## src/logic/pi_pkg.sv

```systemverilog
// widths, operation codes, typedefs and the request struct shared
// by the master queue, its slot memory and the slave word memory
`default_nettype none

package pi_pkg;

	// four masters, and each of them owns exactly one queue slot
	localparam int unsigned MASTER_COUNT = 4;
	localparam int unsigned SLOT_W = 2;
	// the extra top bit tells a full queue apart from an empty one
	localparam int unsigned PTR_W = SLOT_W + 1;
	localparam int unsigned DATA_W = 16;
	// one select per byte lane of a word
	localparam int unsigned SEL_W = DATA_W / 8;
	localparam int unsigned ADDR_W = 8;
	localparam int unsigned MEM_WORDS = 1 << ADDR_W;

	typedef logic [1:0] pi_op_t;
	typedef logic [SLOT_W-1:0] pi_slot_t;
	typedef logic [PTR_W-1:0] pi_ptr_t;
	typedef logic [ADDR_W-1:0] pi_addr_t;
	typedef logic [DATA_W-1:0] pi_data_t;
	typedef logic [SEL_W-1:0] pi_sel_t;

	// bit 1 set means the slave hands a word back
	// bit 0 set means the slave stores the data bytes
	localparam pi_op_t PI_NOOP = 2'd0;
	localparam pi_op_t PI_WROP = 2'd1;
	localparam pi_op_t PI_RDOP = 2'd2;
	localparam pi_op_t PI_RWOP = 2'd3;

	// one memory operation as issued by a master and queued for the slave
	typedef struct packed {
		pi_op_t   op;
		pi_addr_t addr;
		pi_data_t data;
		pi_sel_t  sel;
	} pi_req_t;

endpackage

`default_nettype wire

```

## src/logic/pi_queue_ram.sv

```systemverilog
// slot memory of the master queue, one request per master
// with a clocked write port and combinational read ports
`default_nettype none
`timescale 1ns/1ps

module pi_queue_ram import pi_pkg::*; (
	input  logic     m_clk_i,
	input  logic     we_i,
	input  pi_slot_t waddr_i,
	input  pi_req_t  wreq_i,
	input  pi_slot_t raddr_i,
	output pi_req_t  rreq_o,
	output pi_op_t   wop_o
);

	// slot i is only ever written with a request from master i
	pi_req_t mem_q [MASTER_COUNT];

	always_ff @(posedge m_clk_i) begin
		if (we_i) begin
			mem_q[waddr_i] <= wreq_i;
		end
	end

	// the read side feeds the slave directly without a register stage
	assign rreq_o = mem_q[raddr_i];

	// old op still sitting in the slot about to be overwritten
	// the queue uses it to hold back a master whose read may be in flight
	assign wop_o = mem_q[waddr_i].op;

endmodule

`default_nettype wire

```

## src/logic/pi_master_queue.sv

```systemverilog
// fixed-slot queue between four masters and one slave, with the rotation
// limit scanner, ready generation and per-master read-result registers
`default_nettype none
`timescale 1ns/1ps

module pi_master_queue import pi_pkg::*; (
	input  logic                    m_clk_i,
	input  logic                    rst_i,
	input  pi_req_t                 m_req_i [MASTER_COUNT],
	output logic [MASTER_COUNT-1:0] m_rdy_o,
	output pi_data_t                m_data_o [MASTER_COUNT],
	output pi_req_t                 s_req_o,
	input  pi_data_t                s_data_i,
	input  logic                    s_rdy_i
);

	// write and read pointers, the low bits pick the slot
	pi_ptr_t wptr_q;
	pi_ptr_t rptr_q;
	pi_ptr_t wptr_nxt;
	pi_ptr_t rptr_nxt;
	pi_slot_t wslot;
	pi_slot_t rslot;
	// rotation limits seen by the write side and by the read side
	pi_slot_t wr_hi_q;
	pi_slot_t rd_hi_q;
	// distance from the last slot of a rotation to slot 0 of the next lap
	pi_ptr_t wr_step;
	pi_ptr_t rd_step_q;
	// scanner state looking for the highest active master
	pi_slot_t scan_q;
	pi_slot_t hi_nxt_q;
	logic scan_hit;
	// slot whose read result comes back on the next slave ready
	pi_slot_t prev_slot_q;
	logic run_q;
	pi_ptr_t q_fill;
	pi_ptr_t q_fill_nxt;
	logic q_empty;
	logic q_full;
	logic q_near;
	logic rdy_ok;
	logic m_we;
	logic s_take;
	pi_req_t q_rreq;
	pi_op_t q_wop;

	assign wslot = wptr_q[SLOT_W-1:0];
	assign rslot = rptr_q[SLOT_W-1:0];

	// a lap that stops at wr_hi_q jumps over the unused slots in one step
	assign wr_step = pi_ptr_t'(MASTER_COUNT) - pi_ptr_t'(wr_hi_q);
	assign wptr_nxt = (wslot < wr_hi_q) ? wptr_q + 1'b1 : wptr_q + wr_step;
	assign rptr_nxt = (rslot < rd_hi_q) ? rptr_q + 1'b1 : rptr_q + rd_step_q;

	assign q_fill = wptr_q - rptr_q;
	assign q_fill_nxt = wptr_nxt - rptr_q;
	assign q_empty = (wptr_q == rptr_q);
	assign q_full = (q_fill == pi_ptr_t'(MASTER_COUNT));
	// near full means the slot to be written is the one the slave took last,
	// so its read data may not have landed in the master's register yet
	assign q_near = (q_fill_nxt == pi_ptr_t'(MASTER_COUNT)) || q_full;

	// both sides must agree on the rotation before a new lap is filled
	assign rdy_ok = run_q && (wr_hi_q == rd_hi_q) && !q_full && !(q_near && q_wop[1]);

	always_comb begin
		for (int i = 0; i < MASTER_COUNT; i++) begin
			m_rdy_o[i] = rdy_ok && (wslot == pi_slot_t'(i));
		end
	end

	// only the master owning the write slot can be ready
	assign m_we = |m_rdy_o;
	assign s_take = s_rdy_i && !q_empty;

	pi_queue_ram slots_i (
		.m_clk_i (m_clk_i),
		.we_i    (m_we),
		.waddr_i (wslot),
		.wreq_i  (m_req_i[wslot]),
		.raddr_i (rslot),
		.rreq_o  (q_rreq),
		.wop_o   (q_wop)
	);

	// an empty queue shows the slave a no-op and leaves the rest as is
	always_comb begin
		s_req_o = q_rreq;
		if (q_empty) begin
			s_req_o.op = PI_NOOP;
		end
	end

	// walk down from the top master and stop at the first one with work
	// a hit below slot 1 still keeps the limit at 1
	assign scan_hit = (m_req_i[scan_q].op != PI_NOOP);

	always_ff @(posedge m_clk_i) begin
		if (rst_i) begin
			scan_q <= pi_slot_t'(MASTER_COUNT - 1);
			hi_nxt_q <= pi_slot_t'(MASTER_COUNT - 1);
		end else if (scan_hit || (scan_q == '0)) begin
			if (scan_hit) begin
				hi_nxt_q <= (scan_q != '0) ? scan_q : pi_slot_t'(1);
			end
			scan_q <= pi_slot_t'(MASTER_COUNT - 1);
		end else begin
			scan_q <= scan_q - 1'b1;
		end
	end

	// write side takes the scanned limit each time its lap wraps
	always_ff @(posedge m_clk_i) begin
		if (rst_i) begin
			wptr_q <= '0;
			wr_hi_q <= pi_slot_t'(MASTER_COUNT - 1);
			// matches a full lap over all masters
			rd_step_q <= pi_ptr_t'(1);
			run_q <= 1'b0;
		end else begin
			run_q <= 1'b1;
			if (m_we) begin
				wptr_q <= wptr_nxt;
				if (!(wslot < wr_hi_q)) begin
					// the read side still needs the step of the lap just closed
					rd_step_q <= wr_step;
					wr_hi_q <= hi_nxt_q;
				end
			end
		end
	end

	// read side follows the write side limit once its own lap wraps
	always_ff @(posedge m_clk_i) begin
		if (rst_i) begin
			rptr_q <= '0;
			rd_hi_q <= pi_slot_t'(MASTER_COUNT - 1);
			prev_slot_q <= '0;
		end else if (s_take) begin
			rptr_q <= rptr_nxt;
			prev_slot_q <= rslot;
			if (!(rslot < rd_hi_q)) begin
				rd_hi_q <= wr_hi_q;
			end
		end
	end

	// the slave raises its ready together with the word of the previous op
	always_ff @(posedge m_clk_i) begin
		if (s_rdy_i) begin
			m_data_o[prev_slot_q] <= s_data_i;
		end
	end

	a_one_ready: assert property (@(posedge m_clk_i) disable iff (rst_i)
		$onehot0(m_rdy_o))
		else $error("more than one master ready in the same cycle");

	a_ptr_span: assert property (@(posedge m_clk_i) disable iff (rst_i)
		q_fill <= pi_ptr_t'(MASTER_COUNT))
		else $error("write pointer ran more than one lap ahead of read pointer");

endmodule

`default_nettype wire

```

## config.mk

```make
export PLATFORM = sky130hd
export DESIGN_NAME = pi_master_queue
export DESIGN_NICKNAME = d
export VERILOG_FILES = /design/src/logic/pi_pkg.sv /design/src/logic/pi_queue_ram.sv /design/src/logic/pi_master_queue.sv
export SDC_FILE = /design/constraint.sdc
export NUM_CORES = 1
export LEC_CHECK = 0
export ABC_AREA = 1
export BUFFER_PORTS_ARGS = -buffer_cell sky130_fd_sc_hd__buf_4
export CAP_MARGIN = 20
export CORE_MARGIN = 2
export CORE_UTILIZATION = 26
export DETAILED_ROUTE_END_ITERATION = 6
export MAX_ROUTING_LAYER = met4
export SYNTH_ARGS = -nofsm -noshare
export SYNTH_HDL_FRONTEND = slang
export SYNTH_SLANG_ARGS = --single-unit
```

## constraint.sdc

```tcl
create_clock -name m_clk_i -period 6.9 [get_ports m_clk_i]
set_clock_uncertainty 0.1 [all_clocks]
set_input_delay 1.38 -clock m_clk_i [delete_from_list [all_inputs] [get_ports m_clk_i]]
set_output_delay 1.38 -clock m_clk_i [all_outputs]
set_load 0.01 [all_outputs]
```

# Word-level counts from Yosys, hierarchy flattened
# Memories as Yosys holds them, arrays and structs flattened. A register that Yosys moved wholly into a read port is not among the register bits.
# Cells that the tools add are included.
# word_totals
n_memories	1
elab_cells	84
latch_bits	0
ramBits	112
romBits	0
register_bits	84
# mem_list
memory	depth	word_bits	rd	rd_clocked_by_memory_dff	wr	line_no	text
slots_i.mem_q	4	28	2	2	1	pi_queue_ram.sv:17	pi_req_t mem_q [MASTER_COUNT];
# classes
reduce_logical	24
n_addsub	8
bitwise_logic	5
eq_ne	7
mul	0
order_cmp	6
div	0
muxes	20
n_shift	0
# op_table
op	count
28-bit binary-select mux with 2-bit select	2
28-bit two-way mux	4
64-bit bitwise mux	1
16-bit demux with 2-bit select	1
16-bit two-way mux	1
2-bit two-way mux	6
1-bit logical AND	10
3-bit greater-or-equal comparator (second input constant)	3
2-bit inverter with 3-bit output	3
3-bit by 1-bit adder with 3-bit output (second input constant)	2
3-bit adder	2
3-bit equality test (second input constant)	2
3-bit two-way mux	2
2-bit AND reduction	3
3-bit subtractor	2
2-bit equality test (second input constant)	2
2-bit zero test	2
2-bit < comparator	2
2-bit nonzero test	2
4-bit OR reduction	1
3-bit equality test	1
1-bit zero test	3
3-bit by 1-bit < comparator with 1-bit output (second input constant)	1
1-bit two-way mux	3
other kinds (7)	9

# Logic depth before layout (Yosys ltp)
# depth
word_depth	13
ltp_mapped	21

# By module
# A second synthesis with hierarchy kept.
# hier_totals
cells_unflattened	850
area_unflattened_um2	8792.2
# by_module_without_submodules
mod	cells_per_inst	instances	seq_area_each_um2	area_per_inst_um2
pi_queue_ram	464	1	3363.2	4838.4
pi_master_queue	386	1	2322.2	3953.8

# Worst setup path before layout
# No wires, ideal clock.
# synth_timing
path_type	register to output
from	register wr_hi_q[1]
to	output port m_rdy_o[2]
n_path_buf	0
t_arrival_ns	3.769
slack_ns	1.651
path_stages_with_launch	18
path_cell_list	dfxtp_1 -> inv_1 -> ha_1 -> nand2_2 -> nand2_4 -> nand2_1 -> ha_1 -> fa_1 -> ha_1 -> nand2_1 -> nand2_1 -> nand2_1 -> nand2_1 -> inv_1 -> nand3_2 -> nand3_4 -> nand2_4 -> nor2_1
# synth_via
elab_chain_cells	10
word_cells_on_any_way	14
cone_classes	3 x add/sub; 1 x order compare; 2 x eq/ne; 1 x mux; 7 x reduce/logical
# synth_rtl
item	line_no	text
from (decl)	pi_master_queue.sv:25	pi_slot_t wr_hi_q;
from (signal assigned)	pi_master_queue.sv:117	wr_hi_q <= pi_slot_t'(MASTER_COUNT - 1);
from (signal assigned)	pi_master_queue.sv:128	wr_hi_q <= hi_nxt_q;
3-bit by 2-bit subtractor with 3-bit output	pi_master_queue.sv:52	assign wr_step = pi_ptr_t'(MASTER_COUNT) - pi_ptr_t'(wr_hi_q);
3-bit adder	pi_master_queue.sv:53	assign wptr_nxt = (wslot < wr_hi_q) ? wptr_q + 1'b1 : wptr_q + wr_step;
3-bit two-way mux (*)	pi_master_queue.sv:53	
via wptr_nxt[1]	pi_master_queue.sv:20	pi_ptr_t wptr_nxt;
3-bit subtractor (*)	pi_master_queue.sv:57	assign q_fill_nxt = wptr_nxt - rptr_q;
3-bit equality test (*)	pi_master_queue.sv:62	assign q_near = (q_fill_nxt == pi_ptr_t'(MASTER_COUNT)) || q_full;
1-bit logical OR (*)	pi_master_queue.sv:62	
1-bit logical AND (*)	pi_master_queue.sv:65	assign rdy_ok = run_q && (wr_hi_q == rd_hi_q) && !q_full && !(q_near && q_wop[1]);
1-bit zero test (*)	pi_master_queue.sv:65	
1-bit logical AND (*)	pi_master_queue.sv:65	
1-bit logical AND (*)	pi_master_queue.sv:69	m_rdy_o[i] = rdy_ok && (wslot == pi_slot_t'(i));
to (decl)	pi_master_queue.sv:10	output logic [MASTER_COUNT-1:0] m_rdy_o,
# The timed path passes the listed nets; every way through them passes the cells marked *.

# Final worst setup path
# Same ends and word-level chain as after synthesis.

==> impl_metrics.csv <==
group,metric,value,unit
status,status,"finished clean",
job,max_cap_viol_count,0,
die,rows,64,
drt,drc_violation_total_after_the_first_tritonroute_iteration,482,
setup_path,rr_startpoint,"wr_hi_q[1]",
global_route,grt-ovfl-total,0,
sta,timing_max_transition_violations_final,0,
finish,final_nets,1033,
place,place_inst,1266,
setup_path,critical_path_endpoint,"m_rdy_o[2]",
finish,most_common_library_cell_in_the_layout_ignoring_fill_and_taps,"sky130_fd_sc_hd__buf_4",
setup_path,critical_path.startpoint_type,"flop",
logic_synthesis,synth.lib_cells_used.distinct,34,
finish,antennaDiodeCount,0,
die,chipWidth,181,um
die,die_area,32900,um^2
sta,maxClockFrequency,200,MHz
sta,hold_slack,0.297,ns
clocking,cts.repair_timing.setup_buffer_count,0,
clocking,cts_bufs_inserted,17,
sta,tightestPinTransition,1.03,ns
clocking,htreeDepth,4,
drt,via_count,5938,
drt,route.final.wire_length,22.6,mm
clocking,clock_tree_from_tritoncts,"built",
drt,detail_route.wl_per_cell,17.4,um
die,top_level_ports,227,
logic_synthesis,postSynthCellCount,666,
setup_path,critPathLaunch,"wr_hi_q[1]",
clocking,cts.repair.resized,0,
logic_synthesis,post_synthesis_register_bit_count,200,
place,dp_hpwl,15.5,mm
sta,setup_viol,0,
finish,final.fill_count,3015,
setup_path,critical_path.endpoint_type,"primary output",
logic_synthesis,synth_nets,810,
clocking,cts_num_sinks,200,
worst_hold_path,hold_depth,1,
global_route,grt_util_all_layers,0.138,
sta,final.min_clock_period,4.99,ns
drt,total_drc_errors_in_the_routed_layout,0,
sta,timing.final.hold_violations,0,
global_route,grt_antenna_before_repair,0,
clocking,max-clock-path-buffers,2,
setup_path,ff2ff_setup_slack,2.56,ns
finish,instances_no_fill,1298,
setup_path,crit_path_max_fanout,10,
logic_synthesis,yosysSeqAreaShare,0.704,
setup_path,reg2reg_to,"slots_i.mem_q[1][1]",
sta,layout_worst_path_cycle_share,0.723,
power,static-leakage-power,4.23,nW
sta,setup_repair_after_global_routing_missed_its_margin,"false",
logic_synthesis,yosys_warnings,0,
die,die_y,181,um
sta,timing.max_slew.rel_slack,0.310,
logic_synthesis,mappedNetlistArea,8190,um^2
clocking,clk_root_buffer_cell,"sky130_fd_sc_hd__clkbuf_16",
finish,flow.area_growth_from_synthesis,34.6,%
power,vdd_ir_drop_max,0.210,mV
die,coreArea,30800,um^2
logic_synthesis,synth.avg_cell_area,12.3,um^2
place,portBuffers,226,
worst_hold_path,hold_class,"reg2reg",
setup_path,worst-endpoint-required,5.42,ns
sta,setup_total_negative_slack,0,ns
die,floorplan.initialDensity,0.266,
clocking,count_of_hold_fix_buffers_inserted_at_cts,0,
drt,firstDrtPassIters,4,
finish,layout.core_utilization,0.357,
global_route,grt_first_pass_wirelength,33.8,mm
setup_path,critical_path_class,"reg2out",
finish,mostFrequentLayoutCells,"sky130_fd_sc_hd__buf_4 (240), sky130_fd_sc_hd__edfxtp_1 (176), sky130_fd_sc_hd__nand3_1 (85)",
global_route,grt_start_max_net_pins,66,
setup_path,rr_worst_depth,18,
drt,detail_route.vias_per_cell,4.57,
power,power.density_cell_area,428,nW/um^2
drt,antenna_left,0,
finish,fraction_of_layout_instances_using_a_drive_strength_above_1,0.339,
place,place_congestion,0.828,
clocking,worst_skew_pair.late_latency,0.43,ns
global_route,grt_pass1_vias,5752,
clocking,clk_pin_slew,0.09,ns
setup_path,worst-endpoint-arrival,3.51,ns
## cell type report
type | instances | area [um^2] | area share
Sequential cell | 200 | 5770 | 0.524
Multi-Input combinational cell | 390 | 2160 | 0.196
Timing Repair Buffer | 240 | 1800 | 0.164
Tap cell | 396 | 495 | 0.0450
Clock buffer | 17 | 425 | 0.0386
Clock inverter | 15 | 213 | 0.0193
Inverter | 40 | 153 | 0.0139
## cell families (layout without fill, tap and decap cells)
family          Yosys count  in the layout  share of synthesized area
fa+ha+maj                13             13                     0.0217
simple gates            232            232                      0.133
xor+xnor                  2              2                    0.00214
compound gates          143            143                      0.102
flops                   200            200                      0.704
buf+inv                  76            312                     0.0368
## Yosys cell counts
cell type	n	area (um^2)
sky130_fd_sc_hd__nand3_2	3	30.0
sky130_fd_sc_hd__clkbuf_1	30	113
sky130_fd_sc_hd__a22oi_1	27	203
sky130_fd_sc_hd__xor2_1	1	8.76
sky130_fd_sc_hd__o311ai_0	1	8.76
sky130_fd_sc_hd__a21oi_1	14	70.1
sky130_fd_sc_hd__or2_2	2	12.5
sky130_fd_sc_hd__nand2_2	6	37.5
sky130_fd_sc_hd__o21ai_1	5	25.0
sky130_fd_sc_hd__fa_1	2	40.0
sky130_fd_sc_hd__nor2_1	80	300
sky130_fd_sc_hd__nand2_4	2	22.5
sky130_fd_sc_hd__buf_2	5	25.0
sky130_fd_sc_hd__o22ai_1	26	163
sky130_fd_sc_hd__inv_1	35	131
sky130_fd_sc_hd__nand4_1	6	37.5
sky130_fd_sc_hd__nor2_2	2	12.5
sky130_fd_sc_hd__ha_1	11	138
sky130_fd_sc_hd__nand2_1	32	120
sky130_fd_sc_hd__xnor2_1	1	8.76
sky130_fd_sc_hd__edfxtp_1	176	5290
sky130_fd_sc_hd__and2_1	1	6.26
sky130_fd_sc_hd__nand3b_1	1	7.51
sky130_fd_sc_hd__nand3_1	85	425
sky130_fd_sc_hd__o211ai_1	4	30.0
sky130_fd_sc_hd__dfxtp_1	24	480
sky130_fd_sc_hd__inv_2	4	15.0
sky130_fd_sc_hd__inv_4	1	6.26
sky130_fd_sc_hd__nor2_4	1	11.3
sky130_fd_sc_hd__o31ai_1	1	7.51
sky130_fd_sc_hd__nand3_4	1	17.5
sky130_fd_sc_hd__buf_6	1	11.3
sky130_fd_sc_hd__o21ai_0	65	325
sky130_fd_sc_hd__nor3_1	10	50.1
## per-layer routing
layer	track usage	vias up	routed length [um]
met5	-	-	0
met4	0.0475	0	410
met3	0.0193	21	819
met2	0.221	138	11200
met1	0.179	2878	10100
li1	-	2901	-
## sequential cells by signal, indices dropped and copies added (netlist names), named ones only
register and count:
rd_step_q 3, m_data_o 64, wptr_q 3, run_q 1
prev_slot_q 2, slots_i.mem_q 112, rd_hi_q 2, wr_hi_q 2
hi_nxt_q 2, rptr_q 3, scan_q 2
## power breakdown
part | internal (mW) | switching (mW) | leakage [nW]
clock | 0.512 | 0.530 | 0.307
combinational | 0.648 | 1.16 | 2.11
sequential | 1.74 | 0.125 | 1.81
total | 2.90 | 1.82 | 4.23
## through the flow
step / power, mW / setup slack, ns / instance area (um^2)
after floorplan: 2.86 / 1.65 / 8190
after global placement: 3.70 / 2.44 / 10400
after detailed placement: 3.73 / 2.38 / 10400
after CTS: 4.78 / 1.88 / 11000
after global routing: 5.01 / 1.64 / 11000
final: 4.72 / 1.91 / 11000
## worst max-delay path, cell delays in order, from the launching register on
cell,delay [ns]
sky130_fd_sc_hd__dfxtp_1,0.38
sky130_fd_sc_hd__inv_1,0.09
sky130_fd_sc_hd__ha_1,0.30
sky130_fd_sc_hd__nand2_2,0.08
sky130_fd_sc_hd__nand2_4,0.12
sky130_fd_sc_hd__nand2_1,0.07
sky130_fd_sc_hd__ha_1,0.19
sky130_fd_sc_hd__fa_1,0.47
sky130_fd_sc_hd__ha_1,0.31
sky130_fd_sc_hd__nand2_1,0.09
sky130_fd_sc_hd__nand2_1,0.05
sky130_fd_sc_hd__nand2_1,0.05
sky130_fd_sc_hd__nand2_1,0.07
sky130_fd_sc_hd__inv_1,0.08
sky130_fd_sc_hd__nand3_2,0.09
sky130_fd_sc_hd__nand3_4,0.14
sky130_fd_sc_hd__nand2_4,0.13
sky130_fd_sc_hd__nor2_2,0.20
sky130_fd_sc_hd__buf_4,0.17
## how the worst min path moves through the flow
stage,from,to,slack [ns]
3_5_place_dp,scan_q[0],scan_q[0],0.28
4_1_cts,scan_q[0],scan_q[0],0.30
6_report,scan_q[0],scan_q[0],0.30
5_1_grt,scan_q[0],scan_q[0],0.32
3_3_place_gp,scan_q[0],scan_q[0],0.27
2_1_floorplan,scan_q[0],scan_q[0],0.27
Power figures use the tool's default switching activity.
